### src/afu_params.svh
`ifndef AFU_PARAMS_SVH
`define AFU_PARAMS_SVH

// CSR byte addresses. A configuration write hits a register when its dword
// index shifted left by two equals the address.
`define ADDR_AFU_DSM_BASEL     14'h1a00
`define ADDR_AFU_DSM_BASEH     14'h1a04
`define ADDR_AFU_CNTXT_BASEL   14'h1a08
`define ADDR_AFU_CNTXT_BASEH   14'h1a0c
`define ADDR_AFU_EN            14'h1a10
`define ADDR_READ_FRAME_BASEL  14'h1a14
`define ADDR_READ_FRAME_BASEH  14'h1a18
`define ADDR_WRITE_FRAME_BASEL 14'h1a1c
`define ADDR_WRITE_FRAME_BASEH 14'h1a20

// Words moved by one copy.
`define AFU_FRAME_WORDS 16

// Response buffer depth, which also bounds the reads in flight.
`define AFU_RSP_DEPTH 4

// Width of an occupancy count that can hold 0 to AFU_RSP_DEPTH.
`define AFU_RSP_CNT_W $clog2(`AFU_RSP_DEPTH + 1)

`endif

### src/afu_pkg.sv
`default_nettype none

package afu_pkg;

  typedef logic [63:0] addr_t;      // Host byte address.
  typedef logic [31:0] word_t;      // Data word, CSR value or checksum.
  typedef logic [11:0] csr_index_t; // Dword index of a configuration write.

  typedef enum logic [1:0] {
    idle,
    copy,
    sum_write,
    done_write
  } copy_state_t;

endpackage

`default_nettype wire

### src/afu_csr_if.sv
`timescale 1ns/1ns
`default_nettype none

interface afu_csr_if;

  afu_pkg::addr_t dsm_base;
  logic           dsm_base_valid;
  afu_pkg::addr_t cntxt_base;
  logic           cntxt_base_valid;
  logic           afu_en;
  afu_pkg::addr_t read_frame;
  afu_pkg::addr_t write_frame;

  modport csr (
    output dsm_base, dsm_base_valid, cntxt_base, cntxt_base_valid,
    output afu_en, read_frame, write_frame
  );

  modport engine (
    input dsm_base, dsm_base_valid, cntxt_base, cntxt_base_valid,
    input afu_en, read_frame, write_frame
  );

endinterface

`default_nettype wire

### src/afu_copy_engine.sv
`timescale 1ns/1ns
`default_nettype none
`include "afu_params.svh"

module afu_copy_engine (
  input wire                        clk,
  input wire                        resetb,
  afu_csr_if.engine                 csr,
  output logic                      rd_req_valid,
  output afu_pkg::addr_t            rd_req_addr,
  input wire                        rd_req_ready,
  input wire                        rd_rsp_valid,
  output logic                      wr_valid,
  output afu_pkg::addr_t            wr_addr,
  output afu_pkg::word_t            wr_data,
  input wire                        wr_ready,
  output logic                      fifo_push,
  output logic                      fifo_pop,
  input wire afu_pkg::word_t        fifo_data,
  input wire                        fifo_empty,
  input wire [`AFU_RSP_CNT_W-1:0]   fifo_count
);

  localparam int IDX_W = $clog2(`AFU_FRAME_WORDS + 1);
  localparam int CNT_W = `AFU_RSP_CNT_W;
  localparam logic [IDX_W-1:0] IDX_END  = IDX_W'(`AFU_FRAME_WORDS);
  localparam logic [IDX_W-1:0] IDX_LAST = IDX_W'(`AFU_FRAME_WORDS - 1);
  localparam logic [CNT_W:0]   RSV_LIM  = (CNT_W + 1)'(`AFU_RSP_DEPTH);

  afu_pkg::copy_state_t state;
  logic                 en_q;
  logic [IDX_W-1:0]     rd_idx;
  logic [IDX_W-1:0]     wr_idx;
  logic [CNT_W-1:0]     rd_outstanding;
  logic [CNT_W:0]       reserved;
  afu_pkg::word_t       checksum;
  logic                 start;
  logic                 rd_fire;
  logic                 wr_fire;

  // Rising edge of enable, taken only with both status bases programmed.
  assign start    = csr.afu_en && !en_q && csr.dsm_base_valid && csr.cntxt_base_valid;
  assign reserved = {1'b0, rd_outstanding} + {1'b0, fifo_count};
  assign rd_fire  = rd_req_valid && rd_req_ready;
  assign wr_fire  = wr_valid && wr_ready;

  // Every read in flight owns a FIFO slot, so responses never overflow.
  assign rd_req_valid = (state == afu_pkg::copy) && (rd_idx < IDX_END) && (reserved < RSV_LIM);
  assign rd_req_addr  = csr.read_frame + afu_pkg::addr_t'({rd_idx, 2'b00});

  assign fifo_push = rd_rsp_valid;
  assign fifo_pop  = (state == afu_pkg::copy) && wr_fire;

  always_comb begin
    wr_valid = 1'b0;
    wr_addr  = csr.write_frame + afu_pkg::addr_t'({wr_idx, 2'b00});
    wr_data  = fifo_data;
    case (state)
      afu_pkg::copy: wr_valid = !fifo_empty;
      afu_pkg::sum_write: begin
        wr_valid = 1'b1;
        wr_addr  = csr.cntxt_base;
        wr_data  = checksum;
      end
      afu_pkg::done_write: begin
        wr_valid = 1'b1;
        wr_addr  = csr.dsm_base;
        wr_data  = afu_pkg::word_t'(1); // Completion flag.
      end
      default: ;
    endcase
  end

  always_ff @(posedge clk) begin
    if (!resetb) begin
      state          <= afu_pkg::idle;
      en_q           <= 1'b0;
      rd_idx         <= '0;
      wr_idx         <= '0;
      rd_outstanding <= '0;
    end else begin
      en_q <= csr.afu_en;
      if (rd_fire && !rd_rsp_valid) begin
        rd_outstanding <= rd_outstanding + 1'b1;
      end else if (!rd_fire && rd_rsp_valid) begin
        rd_outstanding <= rd_outstanding - 1'b1;
      end
      case (state)
        afu_pkg::idle: begin
          if (start) begin
            state  <= afu_pkg::copy;
            rd_idx <= '0;
            wr_idx <= '0;
          end
        end
        afu_pkg::copy: begin
          if (rd_fire) begin
            rd_idx <= rd_idx + 1'b1;
          end
          if (wr_fire) begin
            wr_idx <= wr_idx + 1'b1;
            if (wr_idx == IDX_LAST) begin
              state <= afu_pkg::sum_write; // Last data word accepted.
            end
          end
        end
        afu_pkg::sum_write: if (wr_fire) state <= afu_pkg::done_write;
        afu_pkg::done_write: if (wr_fire) state <= afu_pkg::idle;
        default: state <= afu_pkg::idle;
      endcase
    end
  end

  // Wrapping sum of the words as they leave for the write frame.
  always_ff @(posedge clk) begin
    if (state == afu_pkg::idle && start) begin
      checksum <= '0;
    end else if (fifo_pop) begin
      checksum <= checksum + fifo_data;
    end
  end

endmodule

`default_nettype wire

### src/afu_csr.sv
`timescale 1ns/1ns
`default_nettype none
`include "afu_params.svh"

module afu_csr (
  input wire                     clk,
  input wire                     resetb,
  input wire                     cfg_valid,
  input wire afu_pkg::csr_index_t cfg_index,
  input wire afu_pkg::word_t     cfg_data,
  afu_csr_if.csr                 csr
);

  logic [13:0] cfg_addr;

  assign cfg_addr = {cfg_index, 2'b00}; // Dword index to byte address.

  // Address registers load on a matching write and hold until rewritten.
  always_ff @(posedge clk) begin
    if (cfg_valid) begin
      case (cfg_addr)
        `ADDR_AFU_DSM_BASEL:     csr.dsm_base[31:0]     <= cfg_data;
        `ADDR_AFU_DSM_BASEH:     csr.dsm_base[63:32]    <= cfg_data;
        `ADDR_AFU_CNTXT_BASEL:   csr.cntxt_base[31:0]   <= cfg_data;
        `ADDR_AFU_CNTXT_BASEH:   csr.cntxt_base[63:32]  <= cfg_data;
        `ADDR_READ_FRAME_BASEL:  csr.read_frame[31:0]   <= cfg_data;
        `ADDR_READ_FRAME_BASEH:  csr.read_frame[63:32]  <= cfg_data;
        `ADDR_WRITE_FRAME_BASEL: csr.write_frame[31:0]  <= cfg_data;
        `ADDR_WRITE_FRAME_BASEH: csr.write_frame[63:32] <= cfg_data;
        default: ; // Unmapped addresses are dropped.
      endcase
    end
  end

  always_ff @(posedge clk) begin
    if (!resetb) begin
      csr.dsm_base_valid   <= 1'b0;
      csr.cntxt_base_valid <= 1'b0;
      csr.afu_en           <= 1'b0;
    end else if (cfg_valid) begin
      if (cfg_addr == `ADDR_AFU_DSM_BASEL) begin
        csr.dsm_base_valid <= 1'b1; // Sticky until reset.
      end
      if (cfg_addr == `ADDR_AFU_CNTXT_BASEL) begin
        csr.cntxt_base_valid <= 1'b1;
      end
      if (cfg_addr == `ADDR_AFU_EN) begin
        csr.afu_en <= cfg_data[0]; // Only bit 0 is defined.
      end
    end
  end

endmodule

`default_nettype wire

### src/afu_top.sv
`timescale 1ns/1ns
`default_nettype none
`include "afu_params.svh"

module afu_top (
  input wire                      clk,
  input wire                      resetb,
  input wire                      cfg_valid,
  input wire afu_pkg::csr_index_t cfg_index,
  input wire afu_pkg::word_t      cfg_data,
  output logic                    rd_req_valid,
  output afu_pkg::addr_t          rd_req_addr,
  input wire                      rd_req_ready,
  input wire                      rd_rsp_valid,
  input wire afu_pkg::word_t      rd_rsp_data,
  output logic                    wr_valid,
  output afu_pkg::addr_t          wr_addr,
  output afu_pkg::word_t          wr_data,
  input wire                      wr_ready
);

  logic                      fifo_push;
  logic                      fifo_pop;
  afu_pkg::word_t            fifo_data;
  logic                      fifo_empty;
  logic [`AFU_RSP_CNT_W-1:0] fifo_count;

  afu_csr_if csr_bus ();

  afu_csr u_csr (
    .clk       (clk),
    .resetb    (resetb),
    .cfg_valid (cfg_valid),
    .cfg_index (cfg_index),
    .cfg_data  (cfg_data),
    .csr       (csr_bus.csr)
  );

  afu_copy_engine u_engine (
    .clk          (clk),
    .resetb       (resetb),
    .csr          (csr_bus.engine),
    .rd_req_valid (rd_req_valid),
    .rd_req_addr  (rd_req_addr),
    .rd_req_ready (rd_req_ready),
    .rd_rsp_valid (rd_rsp_valid),
    .wr_valid     (wr_valid),
    .wr_addr      (wr_addr),
    .wr_data      (wr_data),
    .wr_ready     (wr_ready),
    .fifo_push    (fifo_push),
    .fifo_pop     (fifo_pop),
    .fifo_data    (fifo_data),
    .fifo_empty   (fifo_empty),
    .fifo_count   (fifo_count)
  );

  afu_word_fifo u_fifo (
    .clk       (clk),
    .resetb    (resetb),
    .push      (fifo_push),
    .push_data (rd_rsp_data), // Responses land here directly.
    .pop       (fifo_pop),
    .pop_data  (fifo_data),
    .empty     (fifo_empty),
    .count     (fifo_count)
  );

endmodule

`default_nettype wire

### src/afu_word_fifo.sv
`timescale 1ns/1ns
`default_nettype none
`include "afu_params.svh"

module afu_word_fifo (
  input wire                            clk,
  input wire                            resetb,
  input wire                            push,
  input wire afu_pkg::word_t            push_data,
  input wire                            pop,
  output afu_pkg::word_t                pop_data,
  output logic                          empty,
  output logic [`AFU_RSP_CNT_W-1:0]     count
);

  localparam int PTR_W = $clog2(`AFU_RSP_DEPTH);
  localparam logic [PTR_W-1:0] PTR_LAST = PTR_W'(`AFU_RSP_DEPTH - 1);
  localparam logic [`AFU_RSP_CNT_W-1:0] CNT_FULL = `AFU_RSP_CNT_W'(`AFU_RSP_DEPTH);

  afu_pkg::word_t   mem [`AFU_RSP_DEPTH];
  logic [PTR_W-1:0] wr_ptr;
  logic [PTR_W-1:0] rd_ptr;
  logic             full;
  logic             do_push;
  logic             do_pop;

  assign empty    = (count == '0);
  assign full     = (count == CNT_FULL);
  assign do_push  = push && !full;
  assign do_pop   = pop && !empty;
  assign pop_data = mem[rd_ptr]; // Head word shows without a pop.

  always_ff @(posedge clk) begin
    if (do_push) begin
      mem[wr_ptr] <= push_data;
    end
  end

  always_ff @(posedge clk) begin
    if (!resetb) begin
      wr_ptr <= '0;
      rd_ptr <= '0;
      count  <= '0;
    end else begin
      if (do_push) begin
        wr_ptr <= (wr_ptr == PTR_LAST) ? '0 : wr_ptr + 1'b1;
      end
      if (do_pop) begin
        rd_ptr <= (rd_ptr == PTR_LAST) ? '0 : rd_ptr + 1'b1;
      end
      if (do_push && !do_pop) begin
        count <= count + 1'b1;
      end else if (do_pop && !do_push) begin
        count <= count - 1'b1;
      end
    end
  end

endmodule

`default_nettype wire

### config.mk
export PLATFORM = sky130hd
export DESIGN_NAME = afu_top
export DESIGN_NICKNAME = d
export VERILOG_FILES = /design/src/afu_pkg.sv /design/src/afu_csr_if.sv /design/src/afu_copy_engine.sv /design/src/afu_csr.sv /design/src/afu_top.sv /design/src/afu_word_fifo.sv
export VERILOG_INCLUDE_DIRS = /design/src
export SDC_FILE = /design/constraint.sdc
export NUM_CORES = 1
export LEC_CHECK = 0
export BUFFER_PORTS_ARGS = -buffer_cell sky130_fd_sc_hd__buf_4
export CORE_MARGIN = 2
export CORE_UTILIZATION = 55
export CTS_CLUSTER_DIAMETER = 80
export DETAILED_ROUTE_END_ITERATION = 6
export GPL_TIMING_DRIVEN = 0
export PLACE_DENSITY = 0.83
export SLEW_MARGIN = 5
export SYNTH_ARGS = -nofsm -noshare
export SYNTH_HDL_FRONTEND = slang
export SYNTH_SLANG_ARGS = --single-unit
### constraint.sdc
create_clock -name clk -period 10.75 [get_ports clk]
set_clock_uncertainty 0.05 [all_clocks]
set_input_delay 1.6125 -clock clk [delete_from_list [all_inputs] [get_ports clk]]
set_output_delay 1.6125 -clock clk [all_outputs]
set_load 0.02 [all_outputs]
# After elaboration in Yosys (flattened, before gate mapping)
# Memories as Yosys holds them, arrays and structs flattened. A register that Yosys moved wholly into a read port is not among the register bits.
# Cells that the tools add are included.
[classes] addsub=12 n_lt_le_gt_ge=2 eq_ne=22 n_mux=24 n_reduce_logical=40
[ops] operator="$add 64x7->64" count=2
[ops] operator="$pmux 64 s2" count=1
[ops] operator="$eq 12x11->1 const B" count=9
[ops] operator="$pmux 32 s2" count=1
[ops] operator="$add 32x32->32" count=1
[ops] operator="$pmux 5 s2" count=2
[ops] operator="$mux 2" count=9
[ops] operator="$reduce_and 2->1" count=9
[ops] operator="$logic_and 1x1->1" count=15
[ops] operator="$mux 5" count=3
[ops] operator="$mux 3" count=4
[ops] operator="$add 5x1->5 const B" count=2
[ops] operator="$ne 2x1->1 const B" count=5
[ops] operator="$eq 2x2->1 const B" count=4
[ops] operator="$pmux 2 s4" count=1
[ops] operator="$logic_not 1->1" count=7
[ops] operator="$add 3x1->3 const B" count=2
[ops] operator="$reduce_and 3->1" count=2
[ops] operator="$reduce_bool 2->1" count=3
[ops] operator="$sub 3x1->3 const B" count=2
[ops] operator="$eq 5x4->1 const B" count=1
[ops] operator="$lt 5x5->1 const B" count=1
[ops] operator="$reduce_and 5->1" count=1
[ops] operator="$add 2x1->2 const B" count=2
[ops] operator="other kinds (10)" count=11
[totals] register_bits=314 ramBits=128 inputBits=82 wordCells=121 n_memories=1
[mem_list] name="u_fifo.mem" depth=4 word_bits=32 read_ports=1 rd_clocked_by_memory_dff=1 write_ports=1 line="afu_word_fifo.sv:20" text="afu_pkg::word_t mem [`AFU_RSP_DEPTH];"

# Logic depth before layout (Yosys ltp)
[depth] depth_word=9 ltp_mapped=13

# Hierarchy
# A second synthesis with hierarchy kept.
[hier_totals] cells_unflattened=1677 area_unflattened_um2=21075.2
[by_module_without_submodules] mod="afu_csr" instances=1 cells_each=282 area_each_um2=7981.4 seq_area_each_um2=7747.4
[by_module_without_submodules] mod="afu_copy_engine" instances=1 cells_each=1178 area_each_um2=7958.9 seq_area_each_um2=960.9
[by_module_without_submodules] mod="afu_word_fifo" instances=1 cells_each=217 area_each_um2=5134.9 seq_area_each_um2=4023.9

# Worst setup path after synthesis
# OpenSTA, ideal clock, no wires.
[synth_path] path_kind="input to register" start="input port cfg_index[1]" end="register u_csr.csr.write_frame[32] (enable)" setup_ns=0.512 t_arrival_ns=5.522 t_required_ns=10.188 path_slack_ns=4.666 path_stages=2 n_path_buf=0 cell_sequence="or3b_2 nor4b_1"
[synth_between] elab_chain_len=2
[synth_rtl] item="start: declaration" line="afu_top.sv:9" text="input wire afu_pkg::csr_index_t cfg_index,"
[synth_rtl] item="$eq 12x11->1" line="afu_csr.sv:21" text="case (cfg_addr)"
[synth_rtl] item="$reduce_and 2->1 (no source line)"
[synth_rtl] item="end signal: assignment" line="afu_csr.sv:29" text="`ADDR_WRITE_FRAME_BASEH: csr.write_frame[63:32] <= cfg_data;"
[synth_rtl] item="end: declaration" line="afu_csr_if.sv:16" text="output afu_en, read_frame, write_frame"
# No other way between the ends.
# A chain may end at the register's enable or synchronous reset.

# Worst setup path after layout
[layout_path] start="register u_engine.rd_idx[0]" end="output port rd_req_addr[54]"
[layout_between] elab_chain_len=1
[layout_rtl] item="start: declaration" line="afu_copy_engine.sv:32" text="logic [IDX_W-1:0] rd_idx;"
[layout_rtl] item="start signal: assignment" line="afu_copy_engine.sv:98" text="rd_idx <= rd_idx + 1'b1;"
[layout_rtl] item="$add 64x7->64" line="afu_copy_engine.sv:49" text="assign rd_req_addr = csr.read_frame + afu_pkg::addr_t'({rd_idx, 2'b00});"
[layout_rtl] item="end: declaration" line="afu_top.sv:12" text="output afu_pkg::addr_t rd_req_addr,"
# No other way between the ends.

==> impl_metrics.py <==
metrics = {
    "routing": {
        "ant_nets": 0,
        "routed-via-count": 14200,
        "first_pass_iters": 5,
        "detail_route.iter0.violations": 1328,
        "drc": 0,
        "drt_wl_total_mm": 52.6,
        "viasPerCell": 6.11,
        "wl_per_cell_um": 22.6,
    },
    "setup_path": {
        "cpPeakStageDelay_ns": 0.62,
        "path_cells": "ha_1, fa_1, a21oi_1, o21bai_1, a21oi_1, nor4_2, nand2b_1, nor3_2, nand4_1, xnor2_1, buf_4",
        "crit_required_ns": 9.09,
        "start_kind": "flop",
        "worst_path_most_repeated_cell": "a21oi_1",
        "cp-end-kind": "output pin",
        "critPathSlowestCell": "nor3_2",
        "cp_max_fo": 8,
        "cp.arrival_ns": 3.87,
        "critPathTopFamily": "simple AND/OR/NAND/NOR gates",
        "worstSetupPathType": "flop to output pin",
        "path_buf_inv": 1,
    },
    "yosys": {
        "syn_avg_cell_area_um2": 13.4,
        "synth-seq-area-share": 0.626,
        "postSynthNetCount": 1665,
        "synth-seq-cells": 444,
        "ys_types": 74,
        "synth_edf_count": 384,
        "syn_inst": 1521,
        "syn-cell-area_um2": 20300,
        "synth_top_area_frac": 0.567,
        "synth_area_leaders": "edfxtp_1 57%, dfxtp_1 5.9%, xnor2_1 3.7%",
        "ys.flop_type": "edfxtp_1",
        "synth_area_leader_cell": "edfxtp_1",
        "yosysWarnings": 0,
        "async_reset_ff_frac": 0,
    },
    "die": {
        "ioPinCount": 244,
        "core-area_um2": 36500,
        "die_w_um": 196,
        "fp.dieArea_um2": 38500,
        "die_h_um": 196,
        "start_util": 0.556,
        "row_count": 70,
    },
    "global_route": {
        "grt_pass1_vias": 13900,
        "grt_util_all_layers": 0.268,
        "antenna_found_initial": 2,
        "grt_max_degree": 33,
        "grt_pass1_wl_mm": 78.1,
        "grt_overflow_total": 0,
    },
    "clock_network": {
        "cts_hold_buf": 0,
        "h-tree-depth": 2,
        "cts_resized": 0,
        "cts_setup_buffers": 0,
        "insertion_delay_ns": 0.57,
        "root_buffer": "clkbuf_16",
        "clock-sinks": 444,
        "numCtsBuffers": 43,
        "path_clk_slew_ns": 0.06,
        "cts_tree": "done",
        "cts_buffer_depth": 3,
    },
    "timing": {
        "tightest_slew_ns": 1.01,
        "rsz0062_at_grt": "false",
        "finalSetupViolations": 0,
        "max_freq_mhz": 181,
        "finalMaxSlewViolations": 0,
        "fin_crit_ns": 5.53,
        "maxSlewHeadroom": 0.326,
        "final_hold_viol_count": 0,
        "fin_setup_tns_ns": 0,
        "fin_crit_sh": 0.515,
    },
    "placement": {
        "io_buffer_count": 243,
        "place_hpwl_mm": 37.8,
        "gp_congestion": 0.912,
        "dp.cells": 2246,
    },
    "power": {
        "vdd.ir_drop.worst_uv": 137,
        "p_total_mw": 3.74,
        "p_leak_nw": 8.72,
        "power.density_nw_per_um2": 153,
    },
    "layout": {
        "num-nets-final": 1967,
        "drive_gt1_frac": 0.212,
        "seq_area_um2": 12700,
        "fill_cells": 2500,
        "multi_input_area_um2": 7270,
        "syn_to_final_growth_pct": 20.0,
        "instances_no_fill": 2324,
    },
    "worst_hold_path": {
        "min_path_type": "flop to flop",
    },
    "run_status": {
        "run_status": "finished clean",
    },
    "job": {
        "cap_violations": 0,
    },
}
## synthesized netlist by cell type, types with 11 or more instances
| cell | number |
|---|---|
| a21o_1 | 19 |
| a21oi_1 | 65 |
| a22o_1 | 31 |
| a22oi_1 | 65 |
| a31oi_1 | 11 |
| and2_1 | 11 |
| and3_1 | 33 |
| clkbuf_1 | 52 |
| dfxtp_1 | 60 |
| edfxtp_1 | 384 |
| ha_1 | 57 |
| inv_1 | 38 |
| mux4_2 | 32 |
| nand2_1 | 102 |
| nand3_1 | 61 |
| nand4_1 | 27 |
| nor2_1 | 73 |
| nor3_1 | 19 |
| o21ai_0 | 50 |
| o21ai_1 | 38 |
| o21bai_1 | 11 |
| xnor2_1 | 85 |
| xor2_1 | 64 |
## state kept, by name, indices dropped and copies added (netlist names), 3 cells and up, named ones only
name                     count
u_engine.wr_idx              5
u_fifo.count                 3
u_csr.csr.write_frame       64
u_engine.rd_idx              5
u_engine.checksum           32
u_fifo.mem                 128
u_csr.csr.read_frame        64
u_csr.csr.cntxt_base        64
u_engine.rd_outstanding      3
u_csr.csr.dsm_base          64
## through the flow
stage          hold slack, ns  utilization  setup slack, ns  area, um2
6_report                0.426        0.668             5.22      24400
5_1_grt                 0.451        0.668             5.01      24400
4_1_cts                 0.426        0.668             5.25      24400
3_5_place_dp            0.417        0.629             5.69      23000
3_3_place_gp            0.409        0.622             2.49      22700
2_1_floorplan           0.399            -             4.67      20300
## logic make-up after synthesis
family / synth area share
AND/OR/NAND/NOR: 0.107
buffers and inverters: 0.0188
AO/OA/AOI/OAI: 0.105
XOR/XNOR: 0.0642
multiplexers: 0.0384
flip-flops: 0.626
adder cells (fa/ha/maj): 0.0400
## tightest hold or removal path, cell delays in order, from the launching register on
cell and delay, ns:
dfxtp_1 0.32, nand2_1 0.06, a21oi_1 0.05
## cells in the final DEF (no fill, tap or decap), types with 5 or more instances in the layout
master,Yosys,routed
edfxtp_1,384,384
buf_4,2,253
nand2_1,102,102
xnor2_1,85,85
nor2_1,73,68
a21oi_1,65,65
a22oi_1,65,65
xor2_1,64,64
nand3_1,61,61
clkbuf_1,52,60
dfxtp_1,60,60
ha_1,57,57
o21ai_0,50,50
clkbuf_16,0,46
inv_1,38,38
o21ai_1,38,38
and3_1,33,33
mux4_2,32,32
a22o_1,31,31
nand4_1,27,27
a21o_1,19,19
nor3_1,19,17
o21bai_1,11,11
a31oi_1,11,11
clkinv_1,0,8
or3_1,7,7
nor2_4,2,7
nor2b_1,7,7
nand2b_1,7,7
and2_1,11,7
and4_1,6,6
mux2i_1,6,6
nor4b_1,6,5
buf_1,5,5
nor3_2,3,5
a211oi_1,5,5
fa_1,5,5
## layout make-up
| type | count | area share |
|---|---|---|
| well taps | 468 | 0.0240 |
| flip-flops and latches | 444 | 0.522 |
| repair buffers | 257 | 0.0822 |
| clock buffers | 56 | 0.0496 |
| inverters | 38 | 0.00585 |
| clock inverters | 21 | 0.00816 |
| diodes | 1 | 0.000103 |
| multi-input cells | 978 | 0.298 |
| plain buffers | 61 | 0.00980 |
## power breakdown
group	leakage [nW]	switching, mW	internal (mW)
registers	3.96	0.0177	1.92
clock network	0.676	0.637	0.868
logic	4.08	0.177	0.121
## final timing paths
kind | from | end | slack [ns] | cells past startpoint
worst max-delay path | u_engine.rd_idx[0]$_SDFFE_PN0P_ | rd_req_addr[54] | 5.22 | 11
worst min-delay path | u_engine.checksum[7]$_SDFFE_PP0N_ | u_engine.checksum[7]$_SDFFE_PP0N_ | 0.43 | 2
worst max register to register | flop | u_engine.checksum[30]$_SDFFE_PP0N_ | 5.64 | 12
worst min register to register | u_engine.checksum[7]$_SDFFE_PP0N_ | u_engine.checksum[7]$_SDFFE_PP0N_ | 0.43 | 2
## layer usage
| layer | GRT usage | wire length (um) | vias to the layer above |
|---|---|---|---|
| met1 | 0.331 | 19700 | 6937 |
| met5 | 0 | 10 | - |
| li1 | - | - | 6416 |
| met3 | 0.0552 | 4630 | 128 |
| met2 | 0.464 | 26300 | 728 |
| met4 | 0.108 | 1930 | 2 |
Power figures use the tool's default switching activity.
